--- src/spi_bridge_pkg.sv ---
// SPI bridge shared definitions

`default_nettype none

package spi_bridge_pkg;

    // the parallel bus has a 17-bit byte address
    localparam int ADDR_WIDTH = 17;

    // every SPI transfer and every bus cycle moves one byte
    localparam int DATA_WIDTH = 8;

    // the command byte is the first byte of each transaction
    // bits 5 to 1 are reserved and the decoder never looks at them
    localparam int CMD_RW_N_BIT = 7;

    // when clear the bridge reuses the previous address plus one
    localparam int CMD_SET_ADDR_BIT = 6;

    // address bit 16 rides in the command byte since the two address bytes
    // only carry bits 15 to 0
    localparam int CMD_ADDR16_BIT = 0;

endpackage

`default_nettype wire

--- src/spi_byte.sv ---
// SPI mode 0 byte shifter

`timescale 1ns/1ps
`default_nettype none

module spi_byte #(
    parameter int SYNC_STAGES = 2
) (
    input  logic                                  clk_sys_i,
    input  logic                                  rst_n_i,
    input  logic                                  spi_sclk_i,
    input  logic                                  spi_cs_n_i,
    input  logic                                  spi_mosi_i,
    input  logic [spi_bridge_pkg::DATA_WIDTH-1:0] tx_byte_i,
    output logic                                  spi_miso_o,
    output logic [spi_bridge_pkg::DATA_WIDTH-1:0] rx_byte_o,
    output logic                                  rx_valid_o,
    output logic                                  cs_active_o,
    output logic                                  cs_release_o
);
    localparam int DW        = spi_bridge_pkg::DATA_WIDTH;
    localparam int CNT_WIDTH = $clog2(DW);

    logic [SYNC_STAGES-1:0] sclk_sync;
    logic [SYNC_STAGES-1:0] cs_n_sync;
    logic [SYNC_STAGES-1:0] mosi_sync;
    logic                   sclk_prev;
    logic                   cs_n_prev;
    logic                   sclk_s;
    logic                   cs_n_s;
    logic                   mosi_s;
    logic                   sclk_rise;
    logic                   sclk_fall;
    logic                   last_bit;
    logic [CNT_WIDTH-1:0]   bit_cnt;
    logic [DW-1:0]          rx_shift;
    logic [DW-1:0]          tx_shift;

    // the SPI pins are asynchronous to clk_sys_i, so each one passes a flop chain
    always_ff @(posedge clk_sys_i) begin
        if (!rst_n_i) begin
            sclk_sync <= '0;
            cs_n_sync <= '1;
            mosi_sync <= '0;
            sclk_prev <= 1'b0;
            cs_n_prev <= 1'b1;
        end else begin
            sclk_sync <= {sclk_sync[SYNC_STAGES-2:0], spi_sclk_i};
            cs_n_sync <= {cs_n_sync[SYNC_STAGES-2:0], spi_cs_n_i};
            mosi_sync <= {mosi_sync[SYNC_STAGES-2:0], spi_mosi_i};
            sclk_prev <= sclk_s;
            cs_n_prev <= cs_n_s;
        end
    end

    assign sclk_s       = sclk_sync[SYNC_STAGES-1];
    assign cs_n_s       = cs_n_sync[SYNC_STAGES-1];
    assign mosi_s       = mosi_sync[SYNC_STAGES-1];
    assign sclk_rise    = sclk_s & ~sclk_prev & ~cs_n_s;
    assign sclk_fall    = ~sclk_s & sclk_prev & ~cs_n_s;
    assign last_bit     = (bit_cnt == CNT_WIDTH'(DW - 1));
    assign cs_active_o  = ~cs_n_s;
    assign cs_release_o = cs_n_s & ~cs_n_prev;

    // the counter wraps after eight rising edges, ready for the next byte
    always_ff @(posedge clk_sys_i) begin
        if (!rst_n_i) begin
            bit_cnt    <= '0;
            rx_valid_o <= 1'b0;
        end else begin
            rx_valid_o <= 1'b0;
            if (cs_n_s) begin
                bit_cnt <= '0;
            end else if (sclk_rise) begin
                bit_cnt    <= bit_cnt + 1'b1;
                rx_valid_o <= last_bit;
            end
        end
    end

    always_ff @(posedge clk_sys_i) begin
        if (sclk_rise) begin
            rx_shift <= {rx_shift[DW-2:0], mosi_s};
            if (last_bit) begin
                rx_byte_o <= {rx_shift[DW-2:0], mosi_s};
            end
        end
    end

    // mode 0 needs the MSB on MISO before the first rising edge, hence the preload
    // a falling edge with the counter back at zero follows the eighth bit
    always_ff @(posedge clk_sys_i) begin
        if (!rst_n_i) begin
            tx_shift <= '0;
        end else if (cs_n_s) begin
            tx_shift <= tx_byte_i;
        end else if (sclk_fall) begin
            if (bit_cnt == '0) begin
                tx_shift <= tx_byte_i;
            end else begin
                tx_shift <= {tx_shift[DW-2:0], 1'b0};
            end
        end
    end

    assign spi_miso_o = tx_shift[DW-1];

endmodule

`default_nettype wire

--- src/spi_cmd_decoder.sv ---
// SPI bridge command decoder
// parses command, data and address bytes into one bus request

`timescale 1ns/1ps
`default_nettype none

module spi_cmd_decoder (
    input  logic                                  clk_sys_i,
    input  logic                                  rst_n_i,
    input  logic [spi_bridge_pkg::DATA_WIDTH-1:0] rx_byte_i,
    input  logic                                  rx_valid_i,
    input  logic                                  cs_active_i,
    input  logic                                  cs_release_i,
    output logic [spi_bridge_pkg::ADDR_WIDTH-1:0] req_addr_o,
    output logic [spi_bridge_pkg::DATA_WIDTH-1:0] req_data_o,
    output logic                                  req_rw_n_o,
    output logic                                  req_start_o
);
    localparam int AW = spi_bridge_pkg::ADDR_WIDTH;
    localparam int DW = spi_bridge_pkg::DATA_WIDTH;

    logic [1:0] byte_cnt;
    logic       set_addr_q;
    logic       cmd_done;
    logic       byte_ok;
    logic       is_cmd;
    logic       cur_rw_n;
    logic       cur_set_addr;
    logic [1:0] last_idx;
    logic [1:0] addr_hi_idx;

    // once the request has gone out, further bytes in the same frame are dropped
    assign byte_ok = rx_valid_i & cs_active_i & ~cmd_done;
    assign is_cmd  = (byte_cnt == 2'd0);

    // on the command byte itself the flags are not latched yet
    assign cur_rw_n     = is_cmd ? rx_byte_i[spi_bridge_pkg::CMD_RW_N_BIT] : req_rw_n_o;
    assign cur_set_addr = is_cmd ? rx_byte_i[spi_bridge_pkg::CMD_SET_ADDR_BIT] : set_addr_q;

    // index of the final byte for each of the four command layouts
    always_comb begin
        case ({cur_set_addr, cur_rw_n})
            2'b00:   last_idx = 2'd1;
            2'b01:   last_idx = 2'd0;
            2'b10:   last_idx = 2'd3;
            default: last_idx = 2'd2;
        endcase
    end

    // a write carries its data byte ahead of the address bytes
    assign addr_hi_idx = req_rw_n_o ? 2'd1 : 2'd2;

    always_ff @(posedge clk_sys_i) begin
        if (!rst_n_i) begin
            byte_cnt    <= '0;
            cmd_done    <= 1'b0;
            set_addr_q  <= 1'b0;
            req_rw_n_o  <= 1'b0;
            req_addr_o  <= '0;
            req_start_o <= 1'b0;
        end else begin
            req_start_o <= 1'b0;
            if (cs_release_i) begin
                byte_cnt <= '0;
                cmd_done <= 1'b0;
            end else if (byte_ok) begin
                byte_cnt <= byte_cnt + 1'b1;
                if (byte_cnt == last_idx) begin
                    cmd_done    <= 1'b1;
                    req_start_o <= 1'b1;
                end
                if (is_cmd) begin
                    req_rw_n_o <= rx_byte_i[spi_bridge_pkg::CMD_RW_N_BIT];
                    set_addr_q <= rx_byte_i[spi_bridge_pkg::CMD_SET_ADDR_BIT];
                    if (rx_byte_i[spi_bridge_pkg::CMD_SET_ADDR_BIT]) begin
                        req_addr_o[AW-1] <= rx_byte_i[spi_bridge_pkg::CMD_ADDR16_BIT];
                    end else begin
                        // the increment wraps from 1FFFF back to 0
                        req_addr_o <= req_addr_o + 1'b1;
                    end
                end else if (set_addr_q) begin
                    if (byte_cnt == addr_hi_idx) begin
                        req_addr_o[2*DW-1:DW] <= rx_byte_i;
                    end else if (byte_cnt == addr_hi_idx + 2'd1) begin
                        req_addr_o[DW-1:0] <= rx_byte_i;
                    end
                end
            end
        end
    end

    // the data byte always directly follows the command of a write
    always_ff @(posedge clk_sys_i) begin
        if (byte_ok && !req_rw_n_o && byte_cnt == 2'd1) begin
            req_data_o <= rx_byte_i;
        end
    end

endmodule

`default_nettype wire

--- src/spi_bus_port.sv ---
// SPI bridge parallel bus port

`timescale 1ns/1ps
`default_nettype none

module spi_bus_port (
    input  logic                                  clk_sys_i,
    input  logic                                  rst_n_i,
    input  logic [spi_bridge_pkg::ADDR_WIDTH-1:0] req_addr_i,
    input  logic [spi_bridge_pkg::DATA_WIDTH-1:0] req_data_i,
    input  logic                                  req_rw_n_i,
    input  logic                                  req_start_i,
    input  logic                                  cs_release_i,
    output logic [spi_bridge_pkg::ADDR_WIDTH-1:0] bus_addr_o,
    output logic [spi_bridge_pkg::DATA_WIDTH-1:0] bus_data_o,
    output logic                                  bus_rw_n_o,
    output logic                                  bus_valid_o,
    input  logic [spi_bridge_pkg::DATA_WIDTH-1:0] bus_data_i,
    input  logic                                  bus_ready_i,
    output logic                                  bus_done_o,
    output logic [spi_bridge_pkg::DATA_WIDTH-1:0] rd_byte_o
);
    logic accept;
    logic complete;

    assign accept   = req_start_i & ~bus_valid_o;
    assign complete = bus_valid_o & bus_ready_i;

    // the request is only loaded on accept, so it holds still while ready is low
    always_ff @(posedge clk_sys_i) begin
        if (accept) begin
            bus_addr_o <= req_addr_i;
            bus_data_o <= req_data_i;
            bus_rw_n_o <= req_rw_n_i;
        end
    end

    always_ff @(posedge clk_sys_i) begin
        if (!rst_n_i) begin
            bus_valid_o <= 1'b0;
            bus_done_o  <= 1'b0;
        end else begin
            if (accept) begin
                bus_valid_o <= 1'b1;
            end else if (complete) begin
                bus_valid_o <= 1'b0;
            end
            // done stays up for the rest of the frame and drops when chip select rises
            if (complete) begin
                bus_done_o <= 1'b1;
            end else if (cs_release_i) begin
                bus_done_o <= 1'b0;
            end
        end
    end

    // the read byte goes back to the host in the first byte of the next frame
    always_ff @(posedge clk_sys_i) begin
        if (!rst_n_i) begin
            rd_byte_o <= '0;
        end else if (complete && bus_rw_n_o) begin
            rd_byte_o <= bus_data_i;
        end
    end

endmodule

`default_nettype wire

--- src/spi_bridge_top.sv ---
// SPI to parallel bus bridge

`timescale 1ns/1ps
`default_nettype none

module spi_bridge_top #(
    parameter int SYNC_STAGES = 2
) (
    input  logic                                  clk_sys_i,
    input  logic                                  rst_n_i,
    input  logic                                  spi_sclk_i,
    input  logic                                  spi_cs_n_i,
    input  logic                                  spi_mosi_i,
    output logic                                  spi_miso_o,
    output logic [spi_bridge_pkg::ADDR_WIDTH-1:0] bus_addr_o,
    output logic [spi_bridge_pkg::DATA_WIDTH-1:0] bus_data_o,
    output logic                                  bus_rw_n_o,
    output logic                                  bus_valid_o,
    input  logic [spi_bridge_pkg::DATA_WIDTH-1:0] bus_data_i,
    input  logic                                  bus_ready_i,
    output logic                                  bus_done_o
);
    logic [spi_bridge_pkg::DATA_WIDTH-1:0] rx_byte;
    logic                                  rx_valid;
    logic                                  cs_active;
    logic                                  cs_release;
    logic [spi_bridge_pkg::ADDR_WIDTH-1:0] req_addr;
    logic [spi_bridge_pkg::DATA_WIDTH-1:0] req_data;
    logic                                  req_rw_n;
    logic                                  req_start;
    logic [spi_bridge_pkg::DATA_WIDTH-1:0] rd_byte;

    spi_byte #(
        .SYNC_STAGES (SYNC_STAGES)
    ) spi_byte_inst (
        .clk_sys_i    (clk_sys_i),
        .rst_n_i      (rst_n_i),
        .spi_sclk_i   (spi_sclk_i),
        .spi_cs_n_i   (spi_cs_n_i),
        .spi_mosi_i   (spi_mosi_i),
        .tx_byte_i    (rd_byte),
        .spi_miso_o   (spi_miso_o),
        .rx_byte_o    (rx_byte),
        .rx_valid_o   (rx_valid),
        .cs_active_o  (cs_active),
        .cs_release_o (cs_release)
    );

    spi_cmd_decoder spi_cmd_decoder_inst (
        .clk_sys_i    (clk_sys_i),
        .rst_n_i      (rst_n_i),
        .rx_byte_i    (rx_byte),
        .rx_valid_i   (rx_valid),
        .cs_active_i  (cs_active),
        .cs_release_i (cs_release),
        .req_addr_o   (req_addr),
        .req_data_o   (req_data),
        .req_rw_n_o   (req_rw_n),
        .req_start_o  (req_start)
    );

    spi_bus_port spi_bus_port_inst (
        .clk_sys_i    (clk_sys_i),
        .rst_n_i      (rst_n_i),
        .req_addr_i   (req_addr),
        .req_data_i   (req_data),
        .req_rw_n_i   (req_rw_n),
        .req_start_i  (req_start),
        .cs_release_i (cs_release),
        .bus_addr_o   (bus_addr_o),
        .bus_data_o   (bus_data_o),
        .bus_rw_n_o   (bus_rw_n_o),
        .bus_valid_o  (bus_valid_o),
        .bus_data_i   (bus_data_i),
        .bus_ready_i  (bus_ready_i),
        .bus_done_o   (bus_done_o),
        .rd_byte_o    (rd_byte)
    );

endmodule

`default_nettype wire

--- config.mk ---
export PLATFORM = sky130hd
export DESIGN_NAME = spi_bridge_top
export DESIGN_NICKNAME = d
export VERILOG_FILES = /design/src/spi_bridge_pkg.sv /design/src/spi_byte.sv /design/src/spi_cmd_decoder.sv /design/src/spi_bus_port.sv /design/src/spi_bridge_top.sv
export SDC_FILE = /design/constraint.sdc
export NUM_CORES = 1
export LEC_CHECK = 0
export BUFFER_PORTS_ARGS = -buffer_cell sky130_fd_sc_hd__buf_4
export CORE_ASPECT_RATIO = 0.5
export CORE_MARGIN = 3
export CORE_UTILIZATION = 40
export DETAILED_ROUTE_END_ITERATION = 8
export PLACE_DENSITY = 0.55
export RECOVER_POWER = 100
export SETUP_SLACK_MARGIN = 0.1
export SYNTH_ARGS = -nofsm -noshare
export SYNTH_HDL_FRONTEND = slang
export SYNTH_SLANG_ARGS = --single-unit
--- constraint.sdc ---
create_clock -name clk_sys_i -period 2.9 [get_ports clk_sys_i]
set_input_delay 0.29 -clock clk_sys_i [delete_from_list [all_inputs] [get_ports clk_sys_i]]
set_output_delay 0.29 -clock clk_sys_i [all_outputs]
set_load 0.1 [all_outputs]
==> results.toml <==
[die]
initial_core_util_pct = 42.0
io_pins = 43
core_area_sq_mm = 0.00963
dieHeight_um = 77.1
rows = 25
die-area_sq_mm = 0.0114
die_w_um = 148

[routing]
drt_iter0_markers = 156
wl_um = 7770
drc = 0
viasPerCell = 5.15
first_pass_iters = 6
wl_per_cell_um = 14.7
ant_nets = 0
via_count = 2731

[layout]
syn2layout_area_growth_pct = 15.2
num_antenna_cells = 0
nets = 411
nFillCells = 916
drive_above_1_share_pct = 9.37
final_cell_count_no_fill = 530

[synth]
yosysSeqAreaShare_pct = 62.6
synth_edf_count = 49
synthMostInstantiatedCell = "dfxtp_1"
synth_nets = 363
async_reset_ff_share_pct = 0
postSynthCellCount = 342
synthesis.area_sq_mm = 0.00404
synth-main-ff-cell = "dfxtp_1"
yosysWarnings = 0
postSynthAreaPerCell_sq_um = 11.8
synthTopCellsByCount = "dfxtp_1, edfxtp_1, nand2_1, nor2_1, mux2i_1"
synth_area_leaders = "edfxtp_1, dfxtp_1, mux2i_1, nand2_1, nor2b_1"
synth_top_area_share_pct = 36.4
yosysUniqueCellTypes = 49
synth_seq_cells = 102
synth_top_area_cell = "edfxtp_1"

[setup_path]
reg2reg_depth = 7
cp-start-kind = "input port"
r2r_slack_ps = 850
critPathKind = "in2reg"
timing.rr.start = "spi_cmd_decoder_inst.byte_cnt[0]$_SDFFE_PP0P_"
r2r-end = "spi_cmd_decoder_inst.req_addr_o[12]$_SDFFE_PN0P_"
endpoint_kind = "flop"
crit_required_ps = 3160
arrival_ps = 2400
crit_fanout = 50

[timing]
period_share_pct = 73.9
slew_viol_final = 51
max_slew_margin_pct = -36.6
hold_slack_ps = 136
worst_pin_slew_ps = 2050
fin_skew_ps = 8.01
fin_crit_ps = 2140
fmax_ghz = 0.467
finalSetupViolCount = 0
hold_viol_final = 0
fin_tns_setup_ps = 0
rsz0062_at_grt = "false"

[placement]
numPortBuffers = 42
gp_congestion = 0.907
dp_cells = 514
dp_hpwl_um = 5260

[worst_hold_path]
holdPathEnd = "spi_byte_inst.cs_n_sync[0]$_SDFF_PN1_"
min_from = "spi_cs_n_i"
holdPathStages = 2
hp-class = "in2reg"

[clock_network]
h-tree-depth = 3
clock-root-buffer = "clkbuf_16"
cts_num_sinks = 102
cts_tree = "done"
post_cts_buffers = 0
cts_inserted_buffers = 9
clk_pin_slew_ps = 60
clockBufferDepth = 2
clk_latency_ps = 350
ctsResizeCount = 0
hold_buffers = 0

[outcome]
violations = "max-capacitance violations, max-slew violations"
status = "complete, but fails checks"

[global_routing]
grt_max_degree = 51
grt.overflow.total = 0
antenna_found_initial = 0
grt_pass1_vias = 2493
grt_pass1_wl_um = 12600
grt_use_total_pct = 14.2

[power_and_ir_drop]
vdd_drop_max_mv = 0.266
cellLeakagePower_nw = 1.67
p_per_area_mw_per_mm2 = 572

[run]
cap_violations = 1
report_power, final:
part	leakage (nW)	internal [mW]	switching (mW)	total (mW)
registers	0.853	1.51	0.00609	1.51
clock network	0.138	0.601	0.506	1.11
logic	0.682	0.0227	0.0244	0.0471
total	1.67	2.13	0.536	2.67
worst max-delay path, cell delays in order:
cell and delay [ps]:
clkbuf_1 1440, nand2_1 360, o22ai_1 290
area by class of cell:
type	instances	area [sq um]	share of cell area (%)
sequential	102	2530	54.4
multi-input combinational	221	1420	30.4
clock buffer	10	239	5.13
timing repair buffer	46	225	4.84
tap	135	169	3.63
inverter	10	37.5	0.806
clock inverter	6	36.3	0.779
registers in the layout, summed over array words and instances, names as in the netlist, 2 cells and up:
signal / cells
spi_bus_port_inst.bus_addr_o: 17
spi_cmd_decoder_inst.req_addr_o: 17
spi_bus_port_inst.bus_data_o: 8
spi_bus_port_inst.rd_byte_o: 8
spi_byte_inst.rx_byte_o: 8
spi_byte_inst.tx_shift: 8
spi_cmd_decoder_inst.req_data_o: 8
spi_byte_inst.rx_shift: 7
spi_byte_inst.bit_cnt: 3
spi_byte_inst.cs_n_sync: 2
spi_byte_inst.mosi_sync: 2
spi_byte_inst.sclk_sync: 2
spi_cmd_decoder_inst.byte_cnt: 2
metrics by stage:
step | power [mW] | setup slack, ps | cell area (sq um) | utilization, %
final | 2.67 | 757 | 4660 | 48.3
after global routing | 2.77 | 546 | 4660 | 48.3
after CTS | 2.70 | 951 | 4800 | 49.8
after detailed placement | 1.59 | 964 | 4520 | 46.9
after global placement | 1.59 | 1040 | 4520 | 46.9
after floorplan | 1.57 | 456 | 4040 | -
placed cells by master (no fill, tap or decap), types with 10 or more instances in the layout:
cell / count
dfxtp_1: 53
edfxtp_1: 49
nand2_1: 34
clkbuf_1: 32
nor2_1: 26
mux2i_1: 18
nor2b_1: 16
o21ai_0: 14
buf_4: 14
a21oi_1: 13
inv_1: 10
metal layers:
layer / share of wire (%) / vias up / global-route usage [%]
met5: 0 / - / 0
li1: - / 1333 / -
met2: 44 / 75 / 21.8
met1: 48 / 1305 / 18.3
met4: 1.8 / 0 / 4.98
met3: 5.8 / 18 / 5.43
worst max path at each step:
stage | from | end | cells past startpoint
after floorplan | spi_bus_port_inst.bus_valid_o$_SDFFE_PN0P_ | spi_bus_port_inst.bus_addr_o[0]$_DFFE_PP_ | 1
after global placement | spi_cmd_decoder_inst.byte_cnt[0]$_SDFFE_PP0P_ | spi_cmd_decoder_inst.req_addr_o[10]$_SDFFE_PN0P_ | 7
after detailed placement | spi_cmd_decoder_inst.byte_cnt[0]$_SDFFE_PP0P_ | spi_cmd_decoder_inst.req_addr_o[10]$_SDFFE_PN0P_ | 7
after CTS | spi_cmd_decoder_inst.byte_cnt[0]$_SDFFE_PP0P_ | spi_cmd_decoder_inst.req_addr_o[10]$_SDFFE_PN0P_ | 7
after global routing | rst_n_i | spi_cmd_decoder_inst.req_addr_o[14]$_SDFFE_PN0P_ | 3
final | rst_n_i | spi_cmd_decoder_inst.req_addr_o[13]$_SDFFE_PN0P_ | 3
cell families (layout without fill, tap and decap cells):
kind of cell	Yosys count	in the layout	share of synthesized area, %
AND/OR/NAND/NOR	118	118	15.0
flip-flops	102	102	62.6
AO/OA/AOI/OAI	72	72	12.5
multiplexers	19	19	4.73
buffers and inverters	19	72	1.86
adder cells (fa/ha/maj)	7	7	2.17
XOR/XNOR	5	5	1.08
Power figures use the tool's default switching activity.
